===== config.mk =====
export PLATFORM = sky130hd
export DESIGN_NAME = video_palframe_top
export DESIGN_NICKNAME = d
export VERILOG_FILES = /design/src/hw/video_pkg.sv /design/src/hw/video_raster.sv /design/src/hw/video_palette.sv /design/src/hw/video_dither.sv /design/src/hw/video_palframe_top.sv
export VERILOG_INCLUDE_DIRS = /design/src /design/src/hw
export SDC_FILE = /design/constraint.sdc
export NUM_CORES = 1
export LEC_CHECK = 0
export BUFFER_PORTS_ARGS = -buffer_cell sky130_fd_sc_hd__buf_4
export CAP_MARGIN = 20
export CORE_AREA = 2 2 315 317
export CTS_CLUSTER_DIAMETER = 50
export DETAILED_ROUTE_END_ITERATION = 16
export DIE_AREA = 0 0 317 319
export PLACE_DENSITY = 0.49
export SYNTH_ARGS = -nofsm -noshare
export SYNTH_HDL_FRONTEND = slang
export SYNTH_SLANG_ARGS = --single-unit

===== constraint.sdc =====
create_clock -name clk -period 4.95 [get_ports clk]
set_input_delay 1.485 -clock clk [delete_from_list [all_inputs] [get_ports clk]]
set_output_delay 1.485 -clock clk [all_outputs]
set_load 0.01 [all_outputs]

===== src/hw/video_consts.svh =====
/* raster timing, palette depth and colour field widths for the palette back end
   include wherever a module or the package needs them */
`ifndef VIDEO_CONSTS_SVH
`define VIDEO_CONSTS_SVH

// horizontal, in clocks (short line for quick sims)
`define VID_H_TOTAL      32
`define VID_H_PIX_BEG    4   // left border is cols 0..3
`define VID_H_PIX_END    20
`define VID_H_BLANK_BEG  24  // blank runs to end of line
`define VID_H_SYNC_BEG   26
`define VID_H_SYNC_END   29

// vertical, in lines
`define VID_V_TOTAL      24
`define VID_V_PIX_BEG    3
`define VID_V_PIX_END    15
`define VID_V_BLANK_BEG  18
`define VID_V_SYNC_BEG   19
`define VID_V_SYNC_END   21

// palette
`define VID_PAL_DEPTH    512
`define VID_UP_BASE      256  // ulaplus table starts here
`define VID_ZX_W         4    // bright + grb
`define VID_UP_COL_W     3    // ulaplus ink/paper colour
`define VID_RG_W         3    // green, red fields of an entry
`define VID_BLU_W        2

`endif


===== src/hw/video_pkg.sv =====
/* shared types of the palette back end: the palette index in its two
   decodings and the GGGRRRBB palette entry */
`include "video_consts.svh"

package video_pkg;

	// plain zx colour, top bits always zero
	typedef struct packed
	{
		logic [8-`VID_ZX_W:0] pad;   // zero
		logic [`VID_ZX_W-1:0] color; // bright, g, r, b
	} pal_zx_t;

	// ulaplus colour, lands in upper half of the ram
	typedef struct packed
	{
		logic [2:0]               tag;    // always 3'b100
		logic [1:0]               palsel; // one of four 16-entry groups
		logic                     paper;  // 1 = paper, 0 = ink
		logic [`VID_UP_COL_W-1:0] color;
	} pal_up_t;

	// one 9-bit ram address, decoded either way
	typedef union packed
	{
		pal_zx_t zx;
		pal_up_t up;
	} pal_index_t;

	// palette word as stored
	typedef struct packed
	{
		logic [`VID_RG_W-1:0]  green;
		logic [`VID_RG_W-1:0]  red;
		logic [`VID_BLU_W-1:0] blue;
	} pal_entry_t;

endpackage


===== src/hw/video_raster.sv =====
/* raster timing generator: pixel and line counters, blank and sync levels,
   and the 9-bit palette index for the current pixel or border clock */
`timescale 1ns/1ps
`include "video_consts.svh"

module video_raster
(
	input  logic                 clk,
	input  logic                 rst_n,

	input  logic [3:0]           pixels,
	input  logic [3:0]           border,

	input  logic [1:0]           up_palsel,
	input  logic [2:0]           up_paper,
	input  logic [2:0]           up_ink,
	input  logic                 up_pixel,
	input  logic                 up_ena,

	output video_pkg::pal_index_t pal_index,
	output logic [3:0]           atm_index,  // zx colour, addresses atm writes

	output logic                 hblank,
	output logic                 vblank,
	output logic                 hsync,
	output logic                 vsync,
	output logic                 hsync_start // one clock at sync column
);
	localparam int HW = $clog2(`VID_H_TOTAL);
	localparam int VW = $clog2(`VID_V_TOTAL);

	logic [HW-1:0] hcount; // current column
	logic [VW-1:0] vcount; // current line
	logic [HW-1:0] h_next;
	logic [VW-1:0] v_next;
	logic          h_wrap;
	logic          v_wrap;
	logic          hpix;   // column inside picture
	logic          vpix;   // line inside picture
	logic          pix_area;
	logic [3:0]    zx_color;

	assign h_wrap = (hcount == HW'(`VID_H_TOTAL - 1));
	assign v_wrap = (vcount == VW'(`VID_V_TOTAL - 1));
	assign h_next = h_wrap ? '0 : hcount + 1'b1;

	always_comb
	begin
		v_next = vcount;
		if (h_wrap)
			v_next = v_wrap ? '0 : vcount + 1'b1; // step line at end of row
	end

	// levels are compared on the next count so they line up with it
	always_ff @(posedge clk)
	begin
		if (!rst_n)
		begin
			hcount      <= '0;
			vcount      <= '0;
			hpix        <= 1'b0;
			vpix        <= 1'b0;
			hblank      <= 1'b1;
			vblank      <= 1'b1;
			hsync       <= 1'b0;
			vsync       <= 1'b0;
			hsync_start <= 1'b0;
		end
		else
		begin
			hcount      <= h_next;
			vcount      <= v_next;
			hpix        <= (h_next >= HW'(`VID_H_PIX_BEG)) && (h_next < HW'(`VID_H_PIX_END));
			vpix        <= (v_next >= VW'(`VID_V_PIX_BEG)) && (v_next < VW'(`VID_V_PIX_END));
			hblank      <= (h_next >= HW'(`VID_H_BLANK_BEG)); // till wrap
			vblank      <= (v_next >= VW'(`VID_V_BLANK_BEG));
			hsync       <= (h_next >= HW'(`VID_H_SYNC_BEG)) && (h_next < HW'(`VID_H_SYNC_END));
			vsync       <= (v_next >= VW'(`VID_V_SYNC_BEG)) && (v_next < VW'(`VID_V_SYNC_END));
			hsync_start <= (h_next == HW'(`VID_H_SYNC_BEG));
		end
	end

	assign pix_area  = hpix & vpix;
	assign zx_color  = pix_area ? pixels : border; // border outside picture
	assign atm_index = zx_color;

	// palette index, zx or ulaplus decoding
	always_comb
	begin
		pal_index = '0;
		if (up_ena)
		begin
			pal_index.up.tag = 3'b100; // upper half of ram
			if (pix_area)
			begin
				pal_index.up.palsel = up_palsel;
				pal_index.up.paper  = ~up_pixel;
				pal_index.up.color  = up_pixel ? up_ink : up_paper;
			end
			else
				pal_index.up.color = border[2:0]; // group 0 ink entries
		end
		else
			pal_index.zx.color = zx_color;
	end

	// pulse sits on the first sync column and nowhere else
	hsync_start_rise: assert property (
		@(posedge clk) disable iff (!rst_n)
		hsync_start == $rose(hsync)
	);

endmodule


===== src/hw/video_palette.sv =====
/* 512-word palette ram, atm table at 0 and ulaplus table at VID_UP_BASE;
   one registered read per clock with readback and blank kept in step */
`timescale 1ns/1ps
`include "video_consts.svh"

module video_palette
(
	input  logic                  clk,
	input  logic                  rst_n,

	input  video_pkg::pal_index_t pal_index,
	input  logic [3:0]            atm_index,
	input  logic                  hblank,
	input  logic                  vblank,

	// atm write, takes priority
	input  logic                  atm_palwr,
	input  logic [5:0]            atm_paldata,

	// ulaplus write
	input  logic                  up_palwr,
	input  logic [5:0]            up_paladdr,
	input  logic [7:0]            up_paldata,

	output video_pkg::pal_entry_t pal_entry, // valid one clock after index
	output logic [5:0]            palcolor,  // 6-bit readback of pal_entry
	output logic                  blank      // aligned with pal_entry
);
	localparam int AW = $clog2(`VID_PAL_DEPTH);

	video_pkg::pal_entry_t ram [0:`VID_PAL_DEPTH-1];

	logic                  wr_en;
	logic [AW-1:0]         wr_addr;
	video_pkg::pal_entry_t wr_data;

	assign wr_en = atm_palwr | up_palwr;

	always_comb
	begin
		if (atm_palwr)
		begin
			wr_addr = AW'(atm_index); // atm entry under current zx colour
			// rrggbb in, low green and red bits forced 0
			wr_data = {atm_paldata[3:2], 1'b0, atm_paldata[5:4], 1'b0, atm_paldata[1:0]};
		end
		else
		begin
			wr_addr = AW'(`VID_UP_BASE) + AW'(up_paladdr);
			wr_data = up_paldata;
		end
	end

	// write and read on same edge, read sees old word
	always_ff @(posedge clk)
	begin
		if (wr_en)
			ram[wr_addr] <= wr_data;
		pal_entry <= ram[pal_index];
	end

	// top two bits of green and red, then blue
	assign palcolor = {pal_entry.green[2:1], pal_entry.red[2:1], pal_entry.blue};

	always_ff @(posedge clk)
	begin
		if (!rst_n)
			blank <= 1'b1;
		else
			blank <= hblank | vblank; // one clock late like the read
	end

	// any non-zx index must carry the ulaplus tag
	up_tag_ok: assert property (
		@(posedge clk) disable iff (!rst_n)
		(pal_index.up.tag != 3'b000) |-> (pal_index.up.tag == 3'b100)
	);

endmodule


===== src/hw/video_dither.sv =====
/* dac formatter: rotating dither phase, 3-bit to 2-bit reduction of
   red and green, byte packing with black forced during blank */
`timescale 1ns/1ps
`include "video_consts.svh"

module video_dither
(
	input  logic                  clk,
	input  logic                  rst_n,

	input  video_pkg::pal_entry_t pal_entry,
	input  logic                  blank,

	input  logic                  hsync_start, // toggles line phase
	input  logic                  vsync,       // rising edge toggles frame phase

	output logic [7:0]            color
);
	logic       vsync_r;
	logic       vsync_start;
	logic [1:0] phase;      // clock-pair counter
	logic       line_tgl;
	logic       frame_tgl;
	logic       plus1;
	logic [1:0] grn2;
	logic [1:0] red2;

	// 0,2,4 exact; odd values round up on plus1; 6,7 saturate
	function automatic logic [1:0] reduce3
	(
		input logic [`VID_RG_W-1:0] c,
		input logic                 p
	);
		logic [1:0] r;
		case (c)
			3'd0:    r = 2'd0;
			3'd1:    r = p ? 2'd1 : 2'd0;
			3'd2:    r = 2'd1;
			3'd3:    r = p ? 2'd2 : 2'd1;
			3'd4:    r = 2'd2;
			3'd5:    r = p ? 2'd3 : 2'd2;
			default: r = 2'd3;
		endcase
		return r;
	endfunction

	assign vsync_start = vsync & ~vsync_r;

	always_ff @(posedge clk)
	begin
		if (!rst_n)
		begin
			vsync_r   <= 1'b0;
			phase     <= 2'd0;
			line_tgl  <= 1'b0;
			frame_tgl <= 1'b0;
		end
		else
		begin
			vsync_r <= vsync;
			phase   <= phase + 2'd1; // free running
			if (hsync_start)
				line_tgl <= ~line_tgl;
			if (vsync_start)
				frame_tgl <= ~frame_tgl;
		end
	end

	assign plus1 = phase[1] ^ line_tgl ^ frame_tgl;

	assign grn2 = reduce3(pal_entry.green, plus1);
	assign red2 = reduce3(pal_entry.red, plus1);

	// dac byte gg0rr0bb
	assign color = blank ? 8'd0 : {grn2, 1'b0, red2, 1'b0, pal_entry.blue};

	// reduced field is the truncated one or one above, never below
	rg_near_trunc: assert property (
		@(posedge clk) disable iff (!rst_n)
		(!blank && !$isunknown(pal_entry)) |->
			((grn2 - pal_entry.green[2:1]) <= 2'd1) &&
			((red2 - pal_entry.red[2:1]) <= 2'd1)
	);

endmodule


===== src/hw/video_palframe_top.sv =====
/* pixel-colour back end top: raster producer feeds the palette ram,
   whose registered word goes to the dac formatter; one clock of latency */
`timescale 1ns/1ps

module video_palframe_top
(
	input  logic       clk,
	input  logic       rst_n,

	input  logic [3:0] pixels,
	input  logic [3:0] border,

	input  logic [1:0] up_palsel,
	input  logic [2:0] up_paper,
	input  logic [2:0] up_ink,
	input  logic       up_pixel,
	input  logic       up_ena,

	input  logic       up_palwr,
	input  logic [5:0] up_paladdr,
	input  logic [7:0] up_paldata,

	input  logic       atm_palwr,
	input  logic [5:0] atm_paldata,

	output logic [7:0] color,
	output logic [5:0] palcolor,
	output logic       hsync,
	output logic       vsync
);
	video_pkg::pal_index_t pal_index;
	video_pkg::pal_entry_t pal_entry;
	logic [3:0]            atm_index;
	logic                  hblank;
	logic                  vblank;
	logic                  hsync_start;
	logic                  blank;     // registered, matches pal_entry

	video_raster u_raster
	(
		.clk         (clk),
		.rst_n       (rst_n),
		.pixels      (pixels),
		.border      (border),
		.up_palsel   (up_palsel),
		.up_paper    (up_paper),
		.up_ink      (up_ink),
		.up_pixel    (up_pixel),
		.up_ena      (up_ena),
		.pal_index   (pal_index),
		.atm_index   (atm_index),
		.hblank      (hblank),
		.vblank      (vblank),
		.hsync       (hsync),
		.vsync       (vsync),
		.hsync_start (hsync_start)
	);

	video_palette u_palette
	(
		.clk         (clk),
		.rst_n       (rst_n),
		.pal_index   (pal_index),
		.atm_index   (atm_index),
		.hblank      (hblank),
		.vblank      (vblank),
		.atm_palwr   (atm_palwr),
		.atm_paldata (atm_paldata),
		.up_palwr    (up_palwr),
		.up_paladdr  (up_paladdr),
		.up_paldata  (up_paldata),
		.pal_entry   (pal_entry),
		.palcolor    (palcolor),
		.blank       (blank)
	);

	video_dither u_dither
	(
		.clk         (clk),
		.rst_n       (rst_n),
		.pal_entry   (pal_entry),
		.blank       (blank),
		.hsync_start (hsync_start),
		.vsync       (vsync),    // same level as the top output
		.color       (color)
	);

endmodule


### Word level (Yosys, flattened, before mapping)

Memories as Yosys holds them, arrays and structs flattened. A register that Yosys moved wholly into a read port is not among the register bits.
Index checks and enable logic that the tools add are counted.

| operators by class | value |
|---|---|
| add/sub/neg operators | 4 |
| multipliers | 0 |
| div/mod/pow operators | 0 |
| magnitude comparators | 10 |
| equality and inequality tests | 13 |
| shifts and indexed selects | 0 |
| mux-type cells | 19 |
| bitwise logic cells | 10 |
| reduce and logical (&&, ||, !) cells | 6 |

Operators by type and width:

| cell | number |
|---|---|
| $pmux W2 S6 | 2 |
| $ge A5 B5 Y1 const B | 4 |
| $mux W5 | 4 |
| $mux W8 | 2 |
| $eq A5 B5 Y1 const B | 3 |
| $lt A5 B5 Y1 const B | 3 |
| $eq A3 B2 Y1 const B | 4 |
| $eq A3 B3 Y1 const B | 4 |
| $add A5 B1 Y5 const B | 2 |
| $add A9 B6 Y9 const A | 1 |
| $mux W3 | 3 |
| $mux W9 | 1 |
| $mux W4 | 2 |
| $eq A3 B1 Y1 const B | 2 |
| $logic_not A3 Y1 | 2 |
| $ge A5 B2 Y1 const B | 1 |
| $ge A5 B3 Y1 const B | 1 |
| $lt A5 B4 Y1 const B | 1 |
| $logic_and A1 B1 Y1 | 4 |
| $mux W1 | 4 |
| $not A1 Y1 | 4 |
| $add A2 B1 Y2 const B | 1 |
| $and A1 B1 Y1 | 2 |
| $mux W2 | 1 |
| other kinds (2) | 4 |

| word-level totals | value |
|---|---|
| register bits | 23 |
| latch bits | 0 |
| memory bits (writable) | 4096 |
| ROM bits | 0 |
| bits of input ports | 42 |
| output and inout port bits | 16 |
| memories kept | 1 |

Memories:

| name | depth | bits a word | rd ports | clocked after memory_dff | write ports | RTL line | source |
|---|---|---|---|---|---|---|---|
| u_palette.ram | 512 | 8 | 1 | 1 | 1 | video_palette.sv:31 | `` video_pkg::pal_entry_t ram [0:`VID_PAL_DEPTH-1]; `` |

### Longest topological paths before layout

Gate-level depths: netlist of run 1.

| logic depth | value |
|---|---|
| word-level depth | 5 |
| depth in mapped cells | 13 |
| gate-level depth less buffers | 9 |

### Cells and area by module

Synthesis of run 1 repeated with hierarchy kept, for this count alone.

| unflattened totals | value |
|---|---|
| cells, all modules | 1746 |
| area total of the unflattened synthesis | 40896.7 um^2 |

By module, submodules not included:

| module | times used | cells an instance | area each (um^2) |
|---|---|---|---|
| video_palette | 1 | 1600 | 39619.2 |
| video_raster | 1 | 116 | 987.2 |
| video_dither | 1 | 30 | 290.3 |

### Least setup slack after synthesis of run 1

Ideal clock, no wire load.

| path | value |
|---|---|
| kind | input to register |
| start point | input port atm_palwr |
| end point | memory u_palette.ram[0][2] (netlist bit) (data pin) |
| library setup time | 0.592 ns |
| arrival | 3.885 ns |
| required time | 4.358 ns |
| path slack | 0.473 ns |
| cell stages on the path | 3 |
| buffers on the path | 2 |
| cell sequence | clkbuf_1 -> buf_1 -> nor2b_1 |

RTL lines:

| element | RTL line | source |
|---|---|---|
| start, declared | video_palframe_top.sv:23 | `input logic atm_palwr,` |
| end, declared | video_palette.sv:31 |  |

### Worst setup path in the final report of run 1

| path | value |
|---|---|
| start point | input port up_ena |
| end point | register, netlist name u_palette.pal_entry[6] |

| between the ends | value |
|---|---|
| word-level cells in the longest chain between the ends | 1 |

Ends and longest elaborated chain:

| element | RTL line | source |
|---|---|---|
| start, declared | video_palframe_top.sv:17 | `input logic up_ena,` |
| $mux W4 / $mux W5 (equally long branches) | video_raster.sv:91 | `if (up_ena)` |

Several ways; a longest one is shown, not always the timed one.
A chain may end at the register's enable or synchronous reset.

==> results.json, run 1 <==
{
  "r2r_slack_ns": 1.20,
  "synth_top_area_share_pct": 70.6,
  "diodes": 0,
  "die_height_microns": 319,
  "clkSinkCount": 671,
  "post_cts_buffers": 0,
  "htreeDepth": 3,
  "multi_input_area_sq_um": 6800,
  "ios": 58,
  "seqCellArea_sq_um": 19800,
  "hold_viol": 0,
  "die_w_microns": 317,
  "grt_usage_pct": 14.9,
  "required_ns": 5.51,
  "drt-initial-drc-count": 1479,
  "yosys_most_used_dff": "edfxtp_1",
  "wire_per_inst_microns": 23.0,
  "worstPathArrival_ns": 4.57,
  "grt_pass1_vias": 15900,
  "dr.pass1.iters": 6,
  "power_frac_comb_pct": 5.6,
  "p_sw_share_pct": 23.4,
  "hp-start": "u_dither.phase[0]$_SDFF_PN0_",
  "finalSetupTns_ns": 0,
  "pwr-share-seq_pct": 47.6,
  "grt_max_degree": 81,
  "dieArea_sq_um": 101000,
  "whs_path_depth": 1,
  "synth.area.top_cells": "edfxtp_1 (71%), mux2i_1 (6.9%), nand2_1 (4.3%)",
  "num_vias": 16300,
  "fp.coreArea_sq_um": 97700,
  "fin_ws_ns": 0.938,
  "finalCritPeriodShare_pct": 81.0,
  "fp-row-count": 115,
  "initial_utilization_pct": 27.9,
  "syn2layout_area_growth_pct": 18.6,
  "p_per_area_nw_per_um2": 412,
  "clockPowerShare_pct": 46.8,
  "place_ws_ns": 0.340,
  "ant_nets": 0,
  "synthCells": 1893,
  "final_cell_area_sq_um": 32300,
  "portBuffers": 55,
  "cts_tree": "built",
  "status": "complete, no violations",
  "clock_path_buffers": 3,
  "dpl.hpwl_microns": 49400,
  "clockRootBuffer": "clkbuf_16",
  "clk_latency_ns": 0.66,
  "drive_gt1_share_pct": 14.0,
  "power.internal_mw": 10.2,
  "crit_type": "primary input to flip-flop",
  "max_cap_violations": 0,
  "endpoint_kind": "flip-flop",
  "rr_endpoint": "u_palette.pal_entry[2]$_DFF_P_",
  "wirelength_microns": 77000,
  "grt_overflow": 0,
  "reg2regPathDepth": 8,
  "min_period_ns": 4.01,
  "holdCritPathClass": "flip-flop to flip-flop",
  "avgViaCountPerCell": 4.87,
  "route.detailed.drc": 0,
  "power_switching_mw": 3.11,
  "cp_max_fo": 38,
  "synthArstFlopShare_pct": 0,
  "finalSetupViolCount": 0,
  "synth-seq-cells": 671,
  "cts_hold_buf": 0,
  "ys_seq_area_share_pct": 72.9,
  "netlist_area_sq_um": 27200,
  "n_fill_cell": 9421,
  "place.gp.congestion": 0.919,
  "grt_pass1_wl_microns": 111000,
  "power.leakage_nw": 11.0,
  "grt_antenna_before_repair": 2,
  "synth_warnings": 0,
  "max_freq_mhz": 249,
  "synth_enable_flop_cells": 640,
  "irDropWorstVdd_v": 0.000264,
  "num-nets-final": 2042,
  "rsz0062_at_grt": "false",
  "cts_buffers": 86,
  "postPlaceCellArea_sq_um": 29400,
  "cp-start-kind": "primary input",
  "slew_violations": 0,
  "clkTransAtPathRegs_ns": 0.06,
  "synth.avg_cell_area_sq_um": 14.4,
  "synth.largest_area_cell": "edfxtp_1",
  "worstHoldEndpoint": "u_dither.phase[0]$_SDFF_PN0_",
  "synth_cell_types": 65,
  "reg2reg_from": "u_raster.vpix$_SDFF_PN0_",
  "max_slew.worst_pin.slew_ns": 1.08,
  "maxSlewHeadroom_pct": 28.3,
  "ctsResizeCount": 0,
  "finClkSkew_ns": 0.0487
}
metrics by stage:
stage / utilization [%] / std cells / total power [mW] / hold WS (ns)
6_report: 33.0 / 3353 / 13.3 / 0.435
5_1_grt: 33.0 / 3353 / 13.7 / 0.465
4_1_cts: 33.0 / 3352 / 13.4 / 0.441
3_5_place_dp: 30.1 / 3195 / 7.20 / 0.434
3_3_place_gp: 30.1 / 3195 / 7.19 / 0.421
2_1_floorplan: - / 1894 / 6.85 / 0.390
routing by layer:
metal | wire, microns | share of wire, % | global-route usage (%)
met1 | 34400 | 45 | 20.9
met4 | 1280 | 1.7 | 3.74
met2 | 35800 | 46 | 23.7
met3 | 5510 | 7.2 | 2.95
met5 | 0 | 0 | 0
cells in the mapped netlist, types with 10 or more instances:
cell	instances
edfxtp_1	640
nand2_1	315
mux2i_1	189
nor2_1	100
a21oi_1	91
nand3_1	80
clkbuf_1	37
o22ai_1	35
nor4_1	33
buf_2	32
dfxtp_1	31
nor3_1	29
and3_1	23
buf_4	23
o2111ai_1	16
o211ai_1	15
nor2b_1	14
inv_1	12
o21ai_0	12
and2_1	11
buf_6	11
a211oi_1	10
layout by cell type, fill, tap and decap left out, types with 29 or more instances in the layout:
| cell | instances |
|---|---|
| nor4_1 | 33 |
| clkbuf_16 | 86 |
| nand2_1 | 315 |
| o22ai_1 | 35 |
| nor3_1 | 29 |
| buf_4 | 116 |
| dfxtp_1 | 31 |
| a21oi_1 | 91 |
| edfxtp_1 | 640 |
| mux2i_1 | 189 |
| nand3_1 | 80 |
| nor2_1 | 100 |
registers in the layout (all words and copies together), names as in the netlist:
name	flops
u_palette.pal_entry	8
u_raster.hblank	1
u_dither.phase	2
u_raster.vpix	1
u_palette.blank	1
u_raster.hsync_start	1
u_dither.frame_tgl	1
u_palette.ram	640
u_dither.vsync_r	1
u_raster.vsync	1
u_raster.hcount	5
u_dither.line_tgl	1
u_raster.vcount	5
u_raster.hpix	1
u_raster.vblank	1
u_raster.hsync	1
power by group through the flow:
stage	clock [mW]	combinational (mW)	sequential [mW]
after floorplan	0	0.421	6.43
after global placement	0	0.744	6.45
after detailed placement	0	0.751	6.45
after CTS	6.34	0.752	6.33
after global routing	6.57	0.803	6.33
final	6.22	0.751	6.33
logic make-up after synthesis:
kind of cell	after synthesis	synth area share, %
AO/OA/AOI/OAI	231	5.68
adder cells (fa/ha/maj)	3	0.138
buffers and inverters	125	2.49
XOR/XNOR	8	0.257
flip-flops	671	72.9
multiplexers	206	7.71
AND/OR/NAND/NOR	648	10.9
other	1	0.0138
worst max-delay path, cell delays in order:
cell and delay (ns):
buf_4 0.23, and3_1 0.46, a221o_2 0.34, buf_4 0.48
nor2_2 0.18, a221o_1 0.46, a311oi_1 0.44, nor4_1 0.15
nor4_1 0.29
area by class of cell:
cell class                 count  area share (%)
timing repair buffer         127            3.40
multi-input combinational   1098            21.1
inverter                      13           0.151
sequential                   671            61.5
clock inverter                55            2.03
clock buffer                 102            6.91
tap                         1287            4.99
worst max-delay path by stage:
stage / start / end / cells past startpoint
after floorplan: atm_palwr / u_palette.ram[0][2]$_DFFE_PP_ / 3
after global routing: up_ena / u_palette.pal_entry[6]$_DFF_P_ / 9
final: up_ena / u_palette.pal_entry[6]$_DFF_P_ / 9
after detailed placement: up_pixel / u_palette.pal_entry[4]$_DFF_P_ / 8
after global placement: up_pixel / u_palette.pal_entry[4]$_DFF_P_ / 8
after CTS: up_pixel / u_palette.pal_entry[4]$_DFF_P_ / 9
Note: power is estimated with default switching activity, not from simulation.
==> run 2: changes to the inputs <==
--- a/config.mk
+++ b/config.mk
@@ -6,12 +6,13 @@
 export SDC_FILE = /design/constraint.sdc
 export NUM_CORES = 1
 export LEC_CHECK = 0
+export ABC_AREA = 1
 export BUFFER_PORTS_ARGS = -buffer_cell sky130_fd_sc_hd__buf_4
 export CAP_MARGIN = 20
-export CORE_AREA = 2 2 315 317
+export CORE_AREA = 2 2 331 333
 export CTS_CLUSTER_DIAMETER = 50
 export DETAILED_ROUTE_END_ITERATION = 16
-export DIE_AREA = 0 0 317 319
+export DIE_AREA = 0 0 333 335
 export PLACE_DENSITY = 0.49
 export SYNTH_ARGS = -nofsm -noshare
 export SYNTH_HDL_FRONTEND = slang
==> constraint.sdc (replaced) <==
create_clock -name clk -period 3.8 [get_ports clk]
set_input_delay 1.14 -clock clk [delete_from_list [all_inputs] [get_ports clk]]
set_output_delay 1.14 -clock clk [all_outputs]
set_load 0.01 [all_outputs]
==> run 2 against run 1 <==
- core utilization fell by 0.072 points
- clock power rose by 23%
- combinational power rose by 56%
- first-iteration DRC count rose by 24%
- non-clock buffer count rose by 78
- global-route usage rose by 0.81 points
- wire length rose by 16%
- critical path depth fell by 2
- critical endpoint is now color[6]
- largest cell class unchanged
==> results.json, run 2 <==
{
  "multi_input_area_sq_um": 7340,
  "p_per_area_nw_per_um2": 479,
  "largest_register": "u_palette.ram",
  "cp_slowest_cell": "xor2_1",
  "p_sw_share_pct": 23.2,
  "rr_endpoint": "u_palette.ram[302][5]$_DFFE_PP_",
  "grt_usage_pct": 15.7,
  "fp.coreArea_sq_um": 108000,
  "drt-initial-drc-count": 1829,
  "place.gp.congestion": 0.807,
  "crit_type": "flip-flop to output pin",
  "synth_warnings": 0,
  "final_cell_area_sq_um": 35600,
  "place_inst": 4305,
  "n_fill_cell": 11000,
  "grt_antenna_before_repair": 0,
  "slew_violations": 0,
  "top_regs": "u_palette.ram: 640 flops, u_palette.pal_entry: 8 flops",
  "clk_latency_ns": 0.63,
  "grt_pass1_wl_microns": 134000,
  "netlist_area_sq_um": 30000,
  "grt_overflow": 0,
  "power.internal_mw": 13.1,
  "place_ws_ns": 0.196,
  "synth.largest_area_cell": "edfxtp_1",
  "holdWs_ns": 0.411,
  "clkSinkCount": 671,
  "cpPeakStageDelay_ns": 0.37,
  "mostFrequentLayoutCells": "edfxtp_1 (640), inv_1 (546), nand3_1 (476)",
  "fin_ws_ns": 0.525,
  "max_freq_mhz": 305,
  "post_cts_buffers": 0,
  "cp_max_fo": 3,
  "syn2layout_area_growth_pct": 18.7,
  "grt_pass1_vias": 20400,
  "startpoint": "u_dither.line_tgl$_SDFFE_PN0P_",
  "finalCritPeriodShare_pct": 86.2,
  "synth_enable_flop_cells": 640,
  "synth.area.top_cells": "edfxtp_1 (64%), nand3_1 (7.9%), inv_1 (6.8%)",
  "synth_cell_types": 39,
  "cts_hold_buf": 0,
  "ant_nets": 0,
  "clockPowerShare_pct": 44.9,
  "holdCritPathClass": "flip-flop to flip-flop",
  "maxSlewHeadroom_pct": 40.1,
  "min_period_ns": 3.27,
  "synth_top_area_share_pct": 64.0,
  "dieArea_sq_um": 112000,
  "avgViaCountPerCell": 4.78,
  "r2r_slack_ns": 0.77,
  "reg2regPathDepth": 12,
  "power_switching_mw": 3.96,
  "fp-row-count": 121,
  "synthArstFlopShare_pct": 0,
  "largest_register_ffs": 640,
  "crit_chain": "xnor2_1 > xor2_1 > inv_1 > nand3_1 > nor2_1 > a211oi_1 > buf_4",
  "grt_max_degree": 106,
  "wirelength_microns": 89200,
  "die_w_microns": 333,
  "status": "complete, no violations",
  "ios": 58,
  "route.detailed.drc": 0,
  "worstPathArrival_ns": 2.13,
  "synthTopCellsByCount": "edfxtp_1 (640), inv_1 (546), nand3_1 (476)",
  "power_frac_comb_pct": 6.9,
  "ys_seq_area_share_pct": 66.1,
  "ctsResizeCount": 0,
  "yosys_most_used_dff": "edfxtp_1",
  "rsz0062_at_grt": "false",
  "yosysMostFrequentCell": "edfxtp_1",
  "clock_path_buffers": 3,
  "initial_utilization_pct": 27.8,
  "whs_path_depth": 2,
  "postPlaceCellArea_sq_um": 33000,
  "die_height_microns": 335,
  "max_cap_violations": 0,
  "hp-start": "u_raster.hblank$_SDFF_PN1_",
  "dpl.hpwl_microns": 51900,
  "required_ns": 2.66,
  "drive_gt1_share_pct": 11.6,
  "num-nets-final": 3017,
  "layout_commonest_cell": "edfxtp_1",
  "power.leakage_nw": 14.2,
  "synth-seq-cells": 671,
  "clkTransAtPathRegs_ns": 0.05,
  "cts_buffers": 79,
  "finalPower_mw": 17.1,
  "max_slew.worst_pin.slew_ns": 0.897,
  "finalSetupViolCount": 0,
  "dr.pass1.iters": 5,
  "seqCellArea_sq_um": 19800,
  "synth.avg_cell_area_sq_um": 10.4,
  "fin_util_pct": 33.0,
  "hold_viol": 0,
  "wire_per_inst_microns": 20.0,
  "endpoint_kind": "output pin",
  "fin_cells": 4452,
  "clockRootBuffer": "clkbuf_16",
  "pwr-share-seq_pct": 48.3,
  "finClkSkew_ns": 0.0282,
  "htreeDepth": 3,
  "reg2reg_from": "u_raster.vpix$_SDFF_PN0_",
  "irDropWorstVdd_v": 0.000293,
  "synthCells": 2885,
  "cp-start-kind": "flip-flop",
  "num_vias": 21300,
  "cts_tree": "built",
  "worstHoldEndpoint": "u_palette.blank$_SDFF_PN1_",
  "portBuffers": 55,
  "finalSetupTns_ns": 0
}
run 2: cell count changes in the layout (fill, tap and decap cells not counted), sizes merged, moves of 100 or more:
cell and change:
o21ai +100, inv +535, mux2i -190, nand4 +210, nand2 +102, nand3 +396
run 2: cell families (layout without fill, tap and decap cells):
group	after synthesis	in the layout	share of synthesized area, %
flops	671	671	66.1
compound gates	214	214	4.25
fa+ha+maj	3	3	0.125
buf+inv	751	902	9.95
simple gates	1239	1239	19.4
xor+xnor	6	6	0.175
other cells	1	3	0.0125
run 2: how the worst max path moves through the flow:
stage,end,slack (ns),depth (start not counted)
3_3_place_gp,u_palette.pal_entry[0]$_DFF_P_,0.16,16
5_1_grt,color[4],0.32,8
4_1_cts,color[4],0.46,8
6_report,color[6],0.53,7
2_1_floorplan,u_palette.ram[0][2]$_DFFE_PP_,-0.003,2
3_5_place_dp,u_palette.pal_entry[0]$_DFF_P_,0.20,15
run 2: area by class of cell:
cell class                 instances  area share, %
timing repair buffer             205           5.55
antenna                            1        0.00702
clock inverter                    41           1.18
multi-input combinational       1464           20.6
inverter                         551           5.82
sequential                       671           55.7
tap                             1414           4.96
clock buffer                     105           6.22
run 2: power groups by stage:
stage                     combinational, mW  clock, mW  sequential, mW
after floorplan                       0.637          0            8.38
after global placement                 1.18          0            8.39
after detailed placement               1.18          0            8.39
after CTS                              1.18       7.83            8.24
after global routing                   1.27       8.10            8.23
final                                  1.17       7.66            8.23
run 2: critical path: cells and delay by family (launching register included):
kind | cells | cell delay [ns]
flip-flops | 1 | 0.33
AO/OA/AOI/OAI | 1 | 0.17
AND/OR/NAND/NOR | 2 | 0.17
XOR/XNOR | 2 | 0.55
buffers and inverters | 2 | 0.30
run 2: routing by layer:
layer | part of all wire [%] | wire length, microns | vias to the layer above | GRT usage [%]
li1 | - | - | 10100 | -
met1 | 45 | 40300 | 10400 | 21.7
met2 | 46 | 41100 | 639 | 24.8
met3 | 5.5 | 4880 | 142 | 2.59
met4 | 3.3 | 2910 | 0 | 5.93
met5 | 0 | 0 | - | 0
==> run 3: changes to the inputs <==
==> constraint.sdc (replaced) <==
create_clock -name clk -period 4.1 [get_ports clk]
set_input_delay 1.23 -clock clk [delete_from_list [all_inputs] [get_ports clk]]
set_output_delay 1.23 -clock clk [all_outputs]
set_load 0.01 [all_outputs]
==> run 3 against run 2 <==
- first-iteration DRC count rose by 17%
- worst setup slack better by 0.39 ns
- core utilization decreased by 0.10 points
- largest power group unchanged
==> results.json, run 3 (same netlist as run 2, synthesis figures left out) <==
{
  "fin_cells": 4449,
  "dr.pass1.iters": 5,
  "cp_max_fo": 3,
  "initial_utilization_pct": 27.8,
  "grt_antenna_before_repair": 0,
  "wire_per_inst_microns": 20.2,
  "irDropWorstVdd_v": 0.000265,
  "rsz0062_at_grt": "false",
  "mostFrequentLayoutCells": "edfxtp_1 (640), inv_1 (546), nand3_1 (476)",
  "ios": 58,
  "dpl.hpwl_microns": 52700,
  "whs_path_depth": 2,
  "post_cts_buffers": 0,
  "cts_buffers": 79,
  "pwr-share-seq_pct": 48.2,
  "clkSinkCount": 671,
  "place.gp.congestion": 0.808,
  "clkTransAtPathRegs_ns": 0.05,
  "hold_viol": 0,
  "layout_commonest_cell": "edfxtp_1",
  "holdCritPathClass": "flip-flop to flip-flop",
  "slew_violations": 0,
  "final_cell_area_sq_um": 35500,
  "power_switching_mw": 3.68,
  "cp-start-kind": "flip-flop",
  "max_slew.worst_pin.slew_ns": 1.10,
  "required_ns": 2.87,
  "cts_tree": "built",
  "largest_register_ffs": 640,
  "grt_max_degree": 142,
  "drt-initial-drc-count": 2147,
  "grt_pass1_wl_microns": 135000,
  "finalPower_mw": 15.8,
  "reg2regPathDepth": 13,
  "hp-start": "u_raster.hblank$_SDFF_PN1_",
  "avgViaCountPerCell": 4.80,
  "fp-row-count": 121,
  "power_frac_comb_pct": 6.9,
  "crit_family": "XOR/XNOR gates",
  "clockPowerShare_pct": 44.9,
  "crit_type": "flip-flop to output pin",
  "finalCritPeriodShare_pct": 77.7,
  "finalSetupTns_ns": 0,
  "reg2reg_from": "u_raster.hpix$_SDFF_PN0_",
  "critPathBufInv": 2,
  "route.detailed.drc": 0,
  "use_met2_pct": 25.0,
  "power.leakage_nw": 14.2,
  "place_inst": 4304,
  "status": "complete, no violations",
  "die_height_microns": 335,
  "startpoint": "u_dither.line_tgl$_SDFFE_PN0P_",
  "max_cap_violations": 0,
  "drive_gt1_share_pct": 11.6,
  "use_met1_pct": 22.3,
  "finalSetupViolCount": 0,
  "dieArea_sq_um": 112000,
  "cts_hold_buf": 0,
  "crit_cells": 7,
  "endpoint_kind": "output pin",
  "grt_overflow": 0,
  "num-nets-final": 3017,
  "p_per_area_nw_per_um2": 445,
  "diodes": 0,
  "crit_chain": "xnor2_1 > xor2_1 > inv_1 > nand3_1 > nor2_1 > a211oi_1 > buf_4",
  "clockRootBuffer": "clkbuf_16",
  "max_freq_mhz": 314,
  "ctsResizeCount": 0,
  "portBuffers": 55,
  "ant_nets": 0,
  "min_period_ns": 3.19,
  "top_regs": "u_palette.ram: 640 flops, u_palette.pal_entry: 8 flops",
  "p_sw_share_pct": 23.3,
  "postPlaceCellArea_sq_um": 32900,
  "htreeDepth": 3,
  "die_w_microns": 333,
  "syn2layout_area_growth_pct": 18.3,
  "grt_pass1_vias": 20700,
  "cpPeakStageDelay_ns": 0.32,
  "busiest_layer": "met2",
  "maxSlewHeadroom_pct": 26.8,
  "wirelength_microns": 89900,
  "clk_latency_ns": 0.63,
  "clock_path_buffers": 3,
  "cp_slowest_cell": "dfxtp_1",
  "largest_register": "u_palette.ram",
  "num_vias": 21400,
  "grt_usage_pct": 15.9,
  "fp.coreArea_sq_um": 108000,
  "power.internal_mw": 12.1,
  "grt_use_met3_pct": 2.08,
  "worstPathArrival_ns": 1.96,
  "holdWs_ns": 0.404,
  "finClkSkew_ns": 0.0138
}
-- run 3: cell count changes in the layout (fill, tap and decap cells not counted), sizes merged --
cell,delta
bufinv,+3
clkinvlp,+2
clkbuf,-7
inv,-3
clkinv,+3
diode,-1
-- run 3: final timing paths --
path | end | slack (ns)
worst max-delay path | color[6] | 0.91
worst min-delay path | u_palette.blank$_SDFF_PN1_ | 0.40
worst max register to register | u_palette.ram[3][1]$_DFFE_PP_ | 1.06
worst min register to register | u_palette.blank$_SDFF_PN1_ | 0.40
-- run 3: metal layers --
metal,wire [microns],vias up
li1,-,10100
met1,40700,10400
met2,41100,741
met3,5330,139
met4,2840,0
met5,0,-
-- run 3: final cells by class --
cell class                 instances  area [sq um]
clock inverter                    46           510
tap                             1414          1770
timing repair buffer             205          1900
clock buffer                      98          2100
sequential                       671         19800
fill                           11000         72600
multi-input combinational       1464          7340
inverter                         551          2070
-- run 3: power groups by stage --
stage	sequential [mW]	combinational (mW)	clock (mW)
floorplan	7.77	0.590	0
global placement	7.78	1.09	0
detailed placement	7.78	1.09	0
CTS	7.63	1.09	7.23
global route	7.63	1.18	7.48
finish	7.63	1.09	7.10
-- run 3: per-stage QoR --
| step | utilization (%) | setup WS (ns) |
|---|---|---|
| CTS | 32.8 | 0.844 |
| finish | 32.9 | 0.913 |
| detailed placement | 30.4 | 0.405 |
| floorplan | - | 0.207 |
| global route | 32.9 | 0.771 |
| global placement | 30.4 | 0.447 |
-- run 3: worst reg2reg max path, cell delays in order (launching register included) --
cell and delay [ns]:
dfxtp_1 0.36, nand2_2 0.23, inv_1 0.11, or2_0 0.20, o21ai_0 0.07, buf_4 0.15
inv_1 0.03, o21ai_0 0.20, buf_4 0.17, inv_1 0.05, nor2_1 0.21, nand2_1 0.45
nor2_1 0.29, buf_4 0.22
